`config.mk`:
```
export PLATFORM = sky130hd
export DESIGN_NAME = back_end
export DESIGN_NICKNAME = d
export VERILOG_FILES = /design/src/hdl/back_end_pkg.sv /design/src/hdl/back_end.sv /design/src/hdl/bypass_controller.sv /design/src/hdl/commit_stage.sv /design/src/hdl/execution_unit.sv /design/src/hdl/reorder_buffer.sv
export SDC_FILE = /design/constraint.sdc
export NUM_CORES = 2
export LEC_CHECK = 0
export BUFFER_PORTS_ARGS = -buffer_cell sky130_fd_sc_hd__buf_2
export CORE_MARGIN = 8
export CORE_UTILIZATION = 50
export DETAILED_ROUTE_END_ITERATION = 8
export GPL_ROUTABILITY_DRIVEN = 0
export PLACE_DENSITY = 0.65
export REMOVE_ABC_BUFFERS = 1
export SLEW_MARGIN = 20
export SYNTH_ARGS = -nofsm -noshare
export SYNTH_HDL_FRONTEND = slang
export SYNTH_SLANG_ARGS = --single-unit
```
`constraint.sdc`:
```
create_clock -name clk_i -period 8.4 [get_ports clk_i]
set_input_delay 0.42 -clock clk_i [delete_from_list [all_inputs] [get_ports clk_i]]
set_output_delay 0.42 -clock clk_i [all_outputs]
set_load 0.01 [all_outputs]
```
`src/hdl/back_end_pkg.sv`:
```
package back_end_pkg;

    // ==================================================
    // Widths and sizes
    // ==================================================

    // Operand and result width of the integer datapath
    localparam int DATA_WIDTH = 32;

    // Thirty-two architectural registers
    localparam int REG_ADDR_WIDTH = 5;

    // Reorder buffer entries and the tag that indexes them
    localparam int ROB_DEPTH = 8;
    localparam int ROB_TAG_WIDTH = 3;

    // Port 0 is the ALU and port 1 is the multiplier
    localparam int EXU_PORT = 2;

    // Latency of the multiplier pipeline in cycles
    localparam int MUL_STAGES = 3;

    // ==================================================
    // Basic types
    // ==================================================

    typedef logic [DATA_WIDTH - 1:0] data_word_t;
    typedef logic [REG_ADDR_WIDTH - 1:0] reg_addr_t;
    typedef logic [ROB_TAG_WIDTH - 1:0] rob_tag_t;

    // Everything up to SLT runs on the ALU, MUL runs on the multiplier
    typedef enum logic [3:0] {
        ADD,
        SUB,
        AND,
        OR,
        XOR,
        SLL,
        SRL,
        SLT,
        MUL
    } exu_op_t;

    // ==================================================
    // Bundles
    // ==================================================

    // Destination and tag follow the instruction from issue to commit
    typedef struct packed {
        reg_addr_t reg_dest;
        rob_tag_t tag;
    } instr_packet_t;

    // Output of one execution port
    typedef struct packed {
        logic valid;
        instr_packet_t ipacket;
        data_word_t result;
    } exu_result_t;

    // What a reorder buffer slot holds and what is written back
    typedef struct packed {
        reg_addr_t reg_dest;
        data_word_t result;
    } rob_entry_t;

    // Complete issue bundle from the upstream side
    typedef struct packed {
        exu_op_t op;
        data_word_t [1:0] operand;
        reg_addr_t [1:0] reg_src;
        logic [1:0] immediate_valid;
        instr_packet_t ipacket;
    } issue_t;

endpackage : back_end_pkg

```
`src/hdl/back_end.sv`:
```
`timescale 1ns/100ps

module back_end
    import back_end_pkg::*;
(
    input logic clk_i,
    input logic rst_n_i,

    input logic issue_valid_i,
    input issue_t issue_i,

    output logic stall_o,
    output logic pipeline_empty_o,

    output logic writeback_o,
    output reg_addr_t reg_destination_o,
    output data_word_t writeback_result_o
);

    data_word_t [1:0] forwarded_operand;

    exu_result_t [EXU_PORT - 1:0] exec_result, commit_buffer;
    logic exec_busy;

    logic commit_full, commit_empty, rob_full, rob_empty;

    // ==================================================
    // Bypass stage
    // ==================================================

    bypass_controller bypass (
        .issue_i         ( issue_i           ),
        .exec_result_i   ( exec_result       ),
        .commit_result_i ( commit_buffer     ),
        .operand_o       ( forwarded_operand )
    );

    logic bypass_valid;
    exu_op_t bypass_op;
    data_word_t [1:0] bypass_operand;
    instr_packet_t bypass_ipacket;

    // Upstream holds its bundle while stalled so nothing is lost here
    always_ff @(posedge clk_i) begin : bypass_stage_register
        if (!rst_n_i) begin
            bypass_valid <= 1'b0;
        end else if (!stall_o) begin
            bypass_valid <= issue_valid_i;
            bypass_op <= issue_i.op;
            bypass_operand <= forwarded_operand;
            bypass_ipacket <= issue_i.ipacket;
        end
    end : bypass_stage_register

    // ==================================================
    // Execute and commit
    // ==================================================

    // A bypass instruction held by the stall enters execute only once
    // Execute and commit pause together when the commit buffers are full
    execution_unit execute (
        .clk_i     ( clk_i                    ),
        .rst_n_i   ( rst_n_i                  ),
        .stall_i   ( commit_full              ),
        .valid_i   ( bypass_valid & !stall_o  ),
        .op_i      ( bypass_op                ),
        .operand_i ( bypass_operand           ),
        .ipacket_i ( bypass_ipacket           ),
        .result_o  ( exec_result              ),
        .busy_o    ( exec_busy                )
    );

    logic rob_write;
    rob_tag_t rob_tag;
    rob_entry_t rob_entry;

    commit_stage commit (
        .clk_i       ( clk_i         ),
        .rst_n_i     ( rst_n_i       ),
        .stall_i     ( commit_full   ),
        .result_i    ( exec_result   ),
        .full_o      ( commit_full   ),
        .buffer_o    ( commit_buffer ),
        .rob_write_o ( rob_write     ),
        .rob_tag_o   ( rob_tag       ),
        .rob_entry_o ( rob_entry     ),
        .empty_o     ( commit_empty  )
    );

    // Keeps moving under stall
    // The commit buffers drain through it to clear the stall
    logic rob_stage_write;
    rob_tag_t rob_stage_tag;
    rob_entry_t rob_stage_entry;

    always_ff @(posedge clk_i) begin : rob_stage_register
        if (!rst_n_i) begin
            rob_stage_write <= 1'b0;
        end else begin
            rob_stage_write <= rob_write;
            rob_stage_tag <= rob_tag;
            rob_stage_entry <= rob_entry;
        end
    end : rob_stage_register

    // ==================================================
    // Reorder buffer and writeback
    // ==================================================

    logic head_valid;
    rob_entry_t head_entry;

    reorder_buffer rob (
        .clk_i   ( clk_i           ),
        .rst_n_i ( rst_n_i         ),
        .stall_i ( commit_full     ),
        .write_i ( rob_stage_write ),
        .tag_i   ( rob_stage_tag   ),
        .entry_i ( rob_stage_entry ),
        .full_o  ( rob_full        ),
        .empty_o ( rob_empty       ),
        .valid_o ( head_valid      ),
        .entry_o ( head_entry      )
    );

    // Same condition the reorder buffer uses to advance its head
    assign writeback_o = head_valid & !commit_full;
    assign reg_destination_o = head_entry.reg_dest;
    assign writeback_result_o = head_entry.result;

    assign stall_o = commit_full | rob_full;

    // Nothing accepted is still on its way to writeback
    assign pipeline_empty_o = rob_empty & commit_empty & !bypass_valid & !exec_busy &
                              !rob_stage_write;

endmodule : back_end

```
`src/hdl/bypass_controller.sv`:
```
`timescale 1ns/100ps

module bypass_controller
    import back_end_pkg::*;
(
    input issue_t issue_i,
    input exu_result_t [EXU_PORT - 1:0] exec_result_i,
    input exu_result_t [EXU_PORT - 1:0] commit_result_i,

    output data_word_t [1:0] operand_o
);

    // Candidates in priority order
    // Execute ports sit at the low indices and commit buffers above them
    exu_result_t [2 * EXU_PORT - 1:0] candidate;

    // One hit bit per source and candidate
    logic [1:0][2 * EXU_PORT - 1:0] hit;

    always_comb begin : candidate_list
        for (int i = 0; i < EXU_PORT; i++) begin
            candidate[i] = exec_result_i[i];
            candidate[EXU_PORT + i] = commit_result_i[i];
        end
    end : candidate_list

    // A source marked immediate never hits so its value stays untouched
    always_comb begin : match_logic
        for (int s = 0; s < 2; s++) begin
            for (int k = 0; k < 2 * EXU_PORT; k++) begin
                hit[s][k] = candidate[k].valid & !issue_i.immediate_valid[s] &
                            (candidate[k].ipacket.reg_dest == issue_i.reg_src[s]);
            end
        end
    end : match_logic

    // Walk from the lowest priority upwards so the last hit wins
    always_comb begin : forward_mux
        for (int s = 0; s < 2; s++) begin
            operand_o[s] = issue_i.operand[s];

            for (int k = 2 * EXU_PORT - 1; k >= 0; k--) begin
                if (hit[s][k]) begin
                    operand_o[s] = candidate[k].result;
                end
            end
        end
    end : forward_mux

    // The ALU and the multiplier never both carry the value a source is waiting for
    // Otherwise the age order between the two ports would decide the operand
    assert final ($countones(hit[0][EXU_PORT - 1:0]) <= 1 &&
                  $countones(hit[1][EXU_PORT - 1:0]) <= 1)
        else $error("Both execute ports forward onto the same source");

endmodule : bypass_controller

```
`src/hdl/commit_stage.sv`:
```
`timescale 1ns/100ps

module commit_stage
    import back_end_pkg::*;
(
    input logic clk_i,
    input logic rst_n_i,
    input logic stall_i,

    input exu_result_t [EXU_PORT - 1:0] result_i,

    output logic full_o,
    output exu_result_t [EXU_PORT - 1:0] buffer_o,

    output logic rob_write_o,
    output rob_tag_t rob_tag_o,
    output rob_entry_t rob_entry_o,

    output logic empty_o
);

    // One result buffer per execution port
    exu_result_t [EXU_PORT - 1:0] buffer_q;

    // One-hot pick of the buffer that goes to the reorder buffer this cycle
    logic [EXU_PORT - 1:0] drain;

    // ==================================================
    // Drain selection
    // ==================================================

    // The highest occupied port wins
    // The multiplier result belongs to the older instruction
    always_comb begin : drain_select
        drain = '0;

        for (int i = 0; i < EXU_PORT; i++) begin
            if (buffer_q[i].valid) begin
                drain = '0;
                drain[i] = 1'b1;
            end
        end
    end : drain_select

    always_comb begin : rob_mux
        rob_write_o = |drain;
        rob_tag_o = '0;
        rob_entry_o = '0;

        for (int i = 0; i < EXU_PORT; i++) begin
            if (drain[i]) begin
                rob_tag_o = buffer_q[i].ipacket.tag;
                rob_entry_o.reg_dest = buffer_q[i].ipacket.reg_dest;
                rob_entry_o.result = buffer_q[i].result;
            end
        end
    end : rob_mux

    // ==================================================
    // Buffers
    // ==================================================

    // Capture follows the execute hold, draining goes on regardless
    always_ff @(posedge clk_i) begin : commit_buffers
        for (int i = 0; i < EXU_PORT; i++) begin
            if (!rst_n_i) begin
                buffer_q[i].valid <= 1'b0;
            end else if (!stall_i && result_i[i].valid) begin
                buffer_q[i] <= result_i[i];
            end else if (drain[i]) begin
                buffer_q[i].valid <= 1'b0;
            end
        end
    end : commit_buffers

    // All buffers busy means no room for another pair of results
    always_comb begin : status
        full_o = 1'b1;
        empty_o = 1'b1;

        for (int i = 0; i < EXU_PORT; i++) begin
            full_o = full_o & buffer_q[i].valid;
            empty_o = empty_o & !buffer_q[i].valid;
        end
    end : status

    assign buffer_o = buffer_q;

    // The stall around the execute stage keeps a held result from being overwritten
    for (genvar i = 0; i < EXU_PORT; i++) begin : g_overwrite_check
        assert property (@(posedge clk_i) disable iff (!rst_n_i)
            !(!stall_i && result_i[i].valid && buffer_q[i].valid && !drain[i]))
            else $error("Commit buffer %0d overwritten while occupied", i);
    end : g_overwrite_check

endmodule : commit_stage

```
`src/hdl/execution_unit.sv`:
```
`timescale 1ns/100ps

module execution_unit
    import back_end_pkg::*;
(
    input logic clk_i,
    input logic rst_n_i,
    input logic stall_i,

    input logic valid_i,
    input exu_op_t op_i,
    input data_word_t [1:0] operand_i,
    input instr_packet_t ipacket_i,

    output exu_result_t [EXU_PORT - 1:0] result_o,
    output logic busy_o
);

    // ==================================================
    // Port 0 ALU
    // ==================================================

    data_word_t alu_result;
    exu_result_t alu_q;

    // Shifts use the low five bits of the second operand
    always_comb begin : alu_logic
        case (op_i)
            ADD: alu_result = operand_i[0] + operand_i[1];
            SUB: alu_result = operand_i[0] - operand_i[1];
            AND: alu_result = operand_i[0] & operand_i[1];
            OR: alu_result = operand_i[0] | operand_i[1];
            XOR: alu_result = operand_i[0] ^ operand_i[1];
            SLL: alu_result = operand_i[0] << operand_i[1][$clog2(DATA_WIDTH) - 1:0];
            SRL: alu_result = operand_i[0] >> operand_i[1][$clog2(DATA_WIDTH) - 1:0];
            SLT: alu_result = {{(DATA_WIDTH - 1){1'b0}},
                               $signed(operand_i[0]) < $signed(operand_i[1])};
            default: alu_result = '0;
        endcase
    end : alu_logic

    always_ff @(posedge clk_i) begin : alu_register
        if (!rst_n_i) begin
            alu_q.valid <= 1'b0;
        end else if (!stall_i) begin
            alu_q.valid <= valid_i & (op_i != MUL);
            alu_q.ipacket <= ipacket_i;
            alu_q.result <= alu_result;
        end
    end : alu_register

    // ==================================================
    // Port 1 multiplier
    // ==================================================

    logic [MUL_STAGES - 1:0] mul_valid;
    instr_packet_t [MUL_STAGES - 1:0] mul_packet;

    // Only the low half of the product is kept
    // Stage 0 forms the 16x16 partial products, stage 1 sums the cross terms
    logic [DATA_WIDTH - 1:0] mul_low, mul_mid, mul_data;
    logic [DATA_WIDTH / 2 - 1:0] mul_cross_a, mul_cross_b, mul_cross;

    always_ff @(posedge clk_i) begin : mul_pipeline
        if (!rst_n_i) begin
            mul_valid <= '0;
        end else if (!stall_i) begin
            mul_valid <= {mul_valid[MUL_STAGES - 2:0], valid_i & (op_i == MUL)};
            mul_packet <= {mul_packet[MUL_STAGES - 2:0], ipacket_i};

            mul_low <= {{(DATA_WIDTH / 2){1'b0}}, operand_i[0][DATA_WIDTH / 2 - 1:0]} *
                       {{(DATA_WIDTH / 2){1'b0}}, operand_i[1][DATA_WIDTH / 2 - 1:0]};
            // Cross products wrap at 16 bits, their upper halves fall out of the word
            mul_cross_a <= operand_i[0][DATA_WIDTH - 1:DATA_WIDTH / 2] *
                           operand_i[1][DATA_WIDTH / 2 - 1:0];
            mul_cross_b <= operand_i[0][DATA_WIDTH / 2 - 1:0] *
                           operand_i[1][DATA_WIDTH - 1:DATA_WIDTH / 2];

            mul_mid <= mul_low;
            mul_cross <= mul_cross_a + mul_cross_b;

            mul_data <= mul_mid + {mul_cross, {(DATA_WIDTH / 2){1'b0}}};
        end
    end : mul_pipeline

    assign result_o[0] = alu_q;
    assign result_o[1] = '{
        valid: mul_valid[MUL_STAGES - 1],
        ipacket: mul_packet[MUL_STAGES - 1],
        result: mul_data
    };

    // Any instruction anywhere in either port
    assign busy_o = alu_q.valid | (|mul_valid);

    // An instruction on the ALU port never also travels through the multiplier
    for (genvar i = 0; i < MUL_STAGES; i++) begin : g_port_check
        assert property (@(posedge clk_i) disable iff (!rst_n_i)
            result_o[0].valid && mul_valid[i] |-> result_o[0].ipacket.tag != mul_packet[i].tag)
            else $error("MUL with tag %0d also present on the ALU port", mul_packet[i].tag);
    end : g_port_check

endmodule : execution_unit

```
`src/hdl/reorder_buffer.sv`:
```
`timescale 1ns/100ps

module reorder_buffer
    import back_end_pkg::*;
(
    input logic clk_i,
    input logic rst_n_i,
    input logic stall_i,

    input logic write_i,
    input rob_tag_t tag_i,
    input rob_entry_t entry_i,

    output logic full_o,
    output logic empty_o,

    output logic valid_o,
    output rob_entry_t entry_o
);

    // Slots are addressed directly by the instruction tag
    rob_entry_t slot_q [ROB_DEPTH];
    logic [ROB_DEPTH - 1:0] slot_valid_q;

    // Tag of the oldest instruction not yet written back
    rob_tag_t head_q;

    // Written but not yet read, one extra bit to reach ROB_DEPTH
    logic [ROB_TAG_WIDTH:0] count_q;

    logic read;

    // ==================================================
    // Head
    // ==================================================

    assign valid_o = slot_valid_q[head_q];
    assign entry_o = slot_q[head_q];

    // The head retires as soon as its own slot has been written
    assign read = valid_o & !stall_i;

    // ==================================================
    // Storage and control
    // ==================================================

    always_ff @(posedge clk_i) begin : slot_storage
        if (write_i) begin
            slot_q[tag_i] <= entry_i;
        end
    end : slot_storage

    always_ff @(posedge clk_i) begin : rob_control
        if (!rst_n_i) begin
            slot_valid_q <= '0;
            head_q <= '0;
            count_q <= '0;
        end else begin
            // Clear before set so a write to the freed head slot stays valid
            if (read) begin
                slot_valid_q[head_q] <= 1'b0;
                head_q <= head_q + 1'b1;
            end

            if (write_i) begin
                slot_valid_q[tag_i] <= 1'b1;
            end

            case ({write_i, read})
                2'b10: count_q <= count_q + 1'b1;
                2'b01: count_q <= count_q - 1'b1;
                default: count_q <= count_q;
            endcase
        end
    end : rob_control

    // Full two entries early
    // Instructions already past issue still find a slot
    assign full_o = count_q >= (ROB_TAG_WIDTH + 1)'(ROB_DEPTH - 2);
    assign empty_o = count_q == '0;

    // Two instructions in flight never share a tag
    assert property (@(posedge clk_i) disable iff (!rst_n_i)
        write_i |-> !slot_valid_q[tag_i] || (read && tag_i == head_q))
        else $error("ROB write to occupied slot %0d", tag_i);

endmodule : reorder_buffer

```
### Yosys cells after proc, flatten, opt, wreduce, memory -nomap -nowiden

Memories as Yosys holds them, arrays and structs flattened. A register that Yosys moved wholly into a read port is not among the register bits.
Cells that the tools add are included.
W data, S select, Z words.

* flip-flop bits (word level): 419
* memory bits (writable): 296
* bits of input ports: 91
* output and inout bits: 40
* word-level logic and storage cells: 167
* memories kept: 1

Memory list
* rob.slot_q: words 8, bits a word 37, read ports 1, clocked after Yosys merged registers in 1, write ports 1, line reorder_buffer.sv:22 `rob_entry_t slot_q [ROB_DEPTH];`

* $add $sub $neg: 7
* multipliers: 3
* $lt $le $gt $ge: 6
* eq/ne operators: 19
* shift-type cells: 2
* muxes and demuxes: 33
* bitwise operators: 36
* reductions and logical operators: 24

Operator list (count)
* $mux W32: 8
* $pmux W32 S8: 1
* $mux W37: 2
* $add A32 B32 Y32: 2
* $eq A5 B5 Y1: 8
* $and A32 B32 Y32: 1
* $lt A32 B32 Y1: 1
* $mul A16 B16 Y16: 2
* $mul A16 B16 Y32: 1
* $or A32 B32 Y32: 1
* $shl A32 B5 Y32: 1
* $shr A32 B5 Y32: 1
* $sub A32 B32 Y32: 1
* $xor A32 B32 Y32: 1
* $and A1 B1 Y1: 26
* $mux W8: 3
* $add A16 B16 Y16: 1
* $eq A4 B3 Y1 const B: 4
* $mux W3: 4
* $mux W1: 10
* $logic_not A1 Y1: 9
* $and A8 B8 Y8: 1
* $eq A4 B2 Y1 const B: 2
* $logic_not A4 Y1: 2
* other kinds (24): 37

### Depth between registers and ports, before layout

* depth after elaboration: 10
* mapped depth: 27
* depth with buffers taken out: 24

### Hierarchy

From an unflattened synthesis, not the netlist that was laid out.

* cells, all modules: 4711
* area, all modules: 53319.9 um^2

Modules (own cells, without submodules)
* execution_unit: times used 1, cells each 3443, area an instance 31302.5 um^2, seq. area each 6085.8 um^2
* reorder_buffer: times used 1, cells each 542, area an instance 12097.9 um^2, seq. area each 9248.9 um^2
* back_end: times used 1, cells each 130, area an instance 3588.4 um^2, seq. area each 3523.4 um^2
* bypass_controller: times used 1, cells each 455, area an instance 3400.8 um^2, seq. area each 0.0 um^2
* commit_stage: times used 1, cells each 141, area an instance 2930.3 um^2, seq. area each 2442.3 um^2

### Least setup slack after synthesis

Ideal clock, no wire load.

* kind: reg2reg
* start point: reg bypass_operand[35] in the netlist's numbering
* end point: reg execute.mul_low[31] (data pin)
* arrival time: 6940 ps
* data required time: 8140 ps
* setup slack: 1200 ps
* cell stages (with the launch flop): 28
* buffers on the path: 6
* cells stage by stage: edfxtp_1 -> clkbuf_1 -> clkbuf_1 -> clkbuf_1 -> clkbuf_1 -> clkbuf_1 -> buf_1 -> nand2_1 -> fa_1 -> fa_1 -> fa_1 -> inv_1 -> fa_1 -> fa_1 -> inv_1 -> fa_1 -> inv_1 -> ha_1 -> o21a_1 -> o21ai_0 -> or2_2 -> a21boi_0 -> nand2_1 -> o31a_1 -> nand3_1 -> a31o_2 -> a21oi_1 -> xnor2_1

* word-level cells in the longest chain between the ends: 1

RTL lines
* start, declared: line back_end.sv:40 `data_word_t [1:0] bypass_operand;`
* start signal, assigned: line back_end.sv:50 `bypass_operand <= forwarded_operand;`
* $mul A16 B16 Y32: line execution_unit.sv:71 `mul_low <= {{(DATA_WIDTH / 2){1'b0}}, operand_i[0][DATA_WIDTH / 2 - 1:0]} *`
* end signal, assigned: line execution_unit.sv:71
* end, declared: line execution_unit.sv:61 `logic [DATA_WIDTH - 1:0] mul_low, mul_mid, mul_data;`

Every way passes these cells.
A chain may end at the register's enable or synchronous reset.

### Final worst setup path

* start point: reg bypass_operand[36] in the netlist's numbering
* end point: reg execute.mul_low[30] (data pin)

The elaborated chain is that of the path after synthesis.

==> results.sh <==
export IMPL_dp_hpwl_um=114000
export IMPL_clock_skew_ns=0.0519
export IMPL_hold_viol=0
export IMPL_drv_slew=0
export IMPL_yosysWarnings=0
export IMPL_root_buffer="clkbuf_16"
export IMPL_synth_top_area_share_pct=39.9
export IMPL_io_buffers=130
export IMPL_cts_buffers=77
export IMPL_period_needed_ns=7.44
export IMPL_postCtsSetupBuffers=0
export IMPL_timing_rr_end="execute.mul_low[30]"
export IMPL_clkTransAtPathRegs_ns=0.07
export IMPL_cts_buffer_depth=3
export IMPL_fin_hold_ws_ns=0.397
export IMPL_min_to="execute.mul_mid[31]"
export IMPL_whs_path_depth=0
export IMPL_synthArstFlopShare_pct=0
export IMPL_endpoint_kind="flop"
export IMPL_fill_cells=8771
export IMPL_pin_count=131
export IMPL_ir_worst_vdd_mv=0.532
export IMPL_tns_ns=0
export IMPL_grt_pass1_vias=37300
export IMPL_cpMaxStageDelayCell="clkinv_1"
export IMPL_critPathBufInv=3
export IMPL_grt_pass1_wl_um=237000
export IMPL_grt_max_degree=79
export IMPL_hold_path_class="flop to flop"
export IMPL_num_rows=118
export IMPL_cellLeakagePower_nw=23.6
export IMPL_ys_flop_type="edfxtp_1"
export IMPL_cts_resized=0
export IMPL_rsz0062_at_grt="false"
export IMPL_post_route_period_util_pct=88.6
export IMPL_critPathArrivalTime_ns=7.83
export IMPL_synth_cell_types=85
export IMPL_synth_edf_count=692
export IMPL_crit_fanout=14
export IMPL_cp_cell_sequence="clkinv_1, nor2_1, fa_1, fa_1, ha_1, inv_1, fa_1, fa_1, inv_1, fa_1, ha_1, o21a_1, o21ai_0, nor3b_1, o41ai_2, o21ai_0, a21oi_1, o21a_1, o211ai_1, a21oi_1, xnor2_1"
export IMPL_crit_required_ns=8.79
export IMPL_worst_pin_slew_ns=1.11
export IMPL_die_w_um=339
export IMPL_relSlewSlack_pct=26.3
export IMPL_synth_top_area_cell="edfxtp_1"
export IMPL_reg2regPathDepth=21
export IMPL_critPathTopFamily="adder cells"
export IMPL_vias=37700
export IMPL_antenna_found_initial=9
export IMPL_holdBufCountCts=13
export IMPL_path_class="flop to flop"
export IMPL_drt_first_iter_violations=4387
export IMPL_start_kind="flop"
export IMPL_cap_violations=0
export IMPL_syn_avg_cell_area_um2=11.1
export IMPL_synth_common_cells="edfxtp_1 (692), nor2_1 (607), inv_1 (564)"
export IMPL_wl_um=157000
export IMPL_clock_sinks=718
export IMPL_htreeDepth=3
export IMPL_wl_per_cell_um=25.3
export IMPL_worstReg2RegStart="bypass_operand[36]"
export IMPL_finalSetupViolCount=0
export IMPL_yosysSeqAreaShare_pct=40.9
export IMPL_ys_ff_latch=718
export IMPL_grt_overflow_total=0
export IMPL_drc_errors=0
export IMPL_place_inst=6051
export IMPL_viasPerCell=6.07
export IMPL_clock_fmax_mhz=134
export IMPL_die_y_um=339
export IMPL_status="complete, no violations"
export IMPL_clk_insertion_delay_late_ns=0.69
export IMPL_critical_path_max_stage_delay_ns=0.65
export IMPL_synth_area_top_cells="edfxtp_1 (40%), fa_1 (14%), ha_1 (8.0%), mux4_2 (5.1%), nor2_1 (4.4%)"
export IMPL_netlist_instances=4704
export IMPL_ant_nets=0
export IMPL_grt_usage_pct=26.9
export IMPL_synthesis_area_um2=52000
export IMPL_nets=5547
export IMPL_post_route_cells_drive_above_1_share_pct=11.4
export IMPL_cpMostUsedCell="fa_1"
export IMPL_reg2reg_slack_ns=0.96
export IMPL_die_area_um2=115000
export IMPL_hold_start="execute.mul_low[31]"
export IMPL_dr_pass1_iters=7
export IMPL_area_growth_pct=9.34
export IMPL_instances_no_fill=6207
export IMPL_power_density_nw_per_um2=306
export IMPL_post_synth_top_count_cell="edfxtp_1"
export IMPL_cts_tree="yes"
export IMPL_core_um2=103000
export IMPL_initial_core_util_pct=50.4
## placed cells by master (no fill, tap or decap), drive strengths merged, types with 85 or more instances in the layout
cell / synthesis / layout
a211oi: 85 / 85
a21oi: 275 / 275
buf: 83 / 227
clkbuf: 176 / 96
edfxtp: 692 / 692
fa: 359 / 359
ha: 333 / 333
inv: 570 / 578
mux2i: 115 / 115
mux4: 117 / 117
nand2: 366 / 366
nor2: 608 / 608
o21ai: 122 / 122
xnor2: 140 / 140
## worst register-to-register path, cell delays in order (launching register included)
cell,delay (ns)
edfxtp_1,0.62
clkinv_1,0.65
nor2_1,0.34
fa_1,0.45
fa_1,0.50
ha_1,0.13
inv_1,0.05
fa_1,0.46
fa_1,0.54
inv_1,0.05
fa_1,0.44
ha_1,0.34
o21a_1,0.18
o21ai_0,0.46
nor3b_1,0.22
o41ai_2,0.42
o21ai_0,0.28
a21oi_1,0.40
o21a_1,0.25
o211ai_1,0.13
a21oi_1,0.16
xnor2_1,0.09
## flip-flops by register name, indices dropped and copies added (netlist names), named ones only
| register | cells |
|---|---|
| rob.slot_q | 296 |
| commit.buffer_o | 82 |
| bypass_operand | 64 |
| execute.result_o | 49 |
| rob_stage_entry | 37 |
| execute.mul_data | 32 |
| execute.mul_low | 32 |
| execute.mul_mid | 32 |
| execute.mul_cross | 16 |
| execute.mul_cross_a | 16 |
| execute.mul_cross_b | 16 |
| bypass_ipacket | 8 |
| execute.mul_packet | 8 |
| rob.slot_valid_q | 8 |
| bypass_op | 4 |
| rob.count_q | 4 |
| execute.mul_valid | 3 |
| rob.head_q | 3 |
| rob_stage_tag | 3 |
| bypass_valid | 1 |
| rob_stage_write | 1 |
## layout make-up
type                       instances  area, um2  area share [%]
clock inverter                    43        484           0.851
antenna                            3       7.51          0.0132
inverter                         586       2200            3.87
sequential                       718      21300            37.4
multi-input combinational       3141      27600            48.5
timing repair buffer             240       1520            2.67
tap                             1380       1730            3.03
clock buffer                      96       2060            3.62
## stage by stage
step	instance area, um2	worst slack, ns	util [%]	total power [mW]
CTS	56900	1.01	55.0	17.5
global route	56900	0.645	55.1	18.7
detailed placement	54200	1.09	52.5	14.0
global placement	54200	1.21	52.5	13.9
finish	56900	0.956	55.1	17.4
floorplan	51000	0.174	-	11.2
## cells by family after synthesis
family                   count (synthesis)  share of synthesized area, %
AO/OA/AOI/OAI                          797                          10.1
XOR/XNOR                               195                          3.28
adder cells (fa/ha/maj)                692                          21.8
buffers and inverters                  845                          6.25
flip-flops                             718                          40.9
multiplexers                           272                          8.14
AND/OR/NAND/NOR                       1185                          9.49
## where the power goes
group | total, mW | switching [mW] | internal [mW]
Combinational | 8.88 | 5.29 | 3.59
Clock | 3.45 | 1.47 | 1.98
Sequential | 5.06 | 0.305 | 4.75
Total | 17.4 | 7.07 | 10.3
## worst max-delay path by stage
stage,slack [ns],cells past startpoint,end,startpoint
floorplan,0.17,23,execute.mul_low[30],bypass_operand[33]
global placement,1.21,21,execute.mul_low[30],bypass_operand[36]
detailed placement,1.09,21,execute.mul_low[30],bypass_operand[36]
CTS,1.01,21,execute.mul_low[30],bypass_operand[36]
global route,0.64,21,execute.mul_low[26],bypass_operand[36]
finish,0.96,21,execute.mul_low[30],bypass_operand[36]
## per-layer routing
layer | vias up | share of wire (%) | track usage [%]
met1 | 18600 | 39 | 35.3
met3 | 517 | 11 | 7.46
met2 | 2161 | 44 | 41.1
li1 | 16400 | - | -
met4 | 6 | 6.0 | 13.4
met5 | - | 0.024 | 0
(Power assumes the default switching activity.)
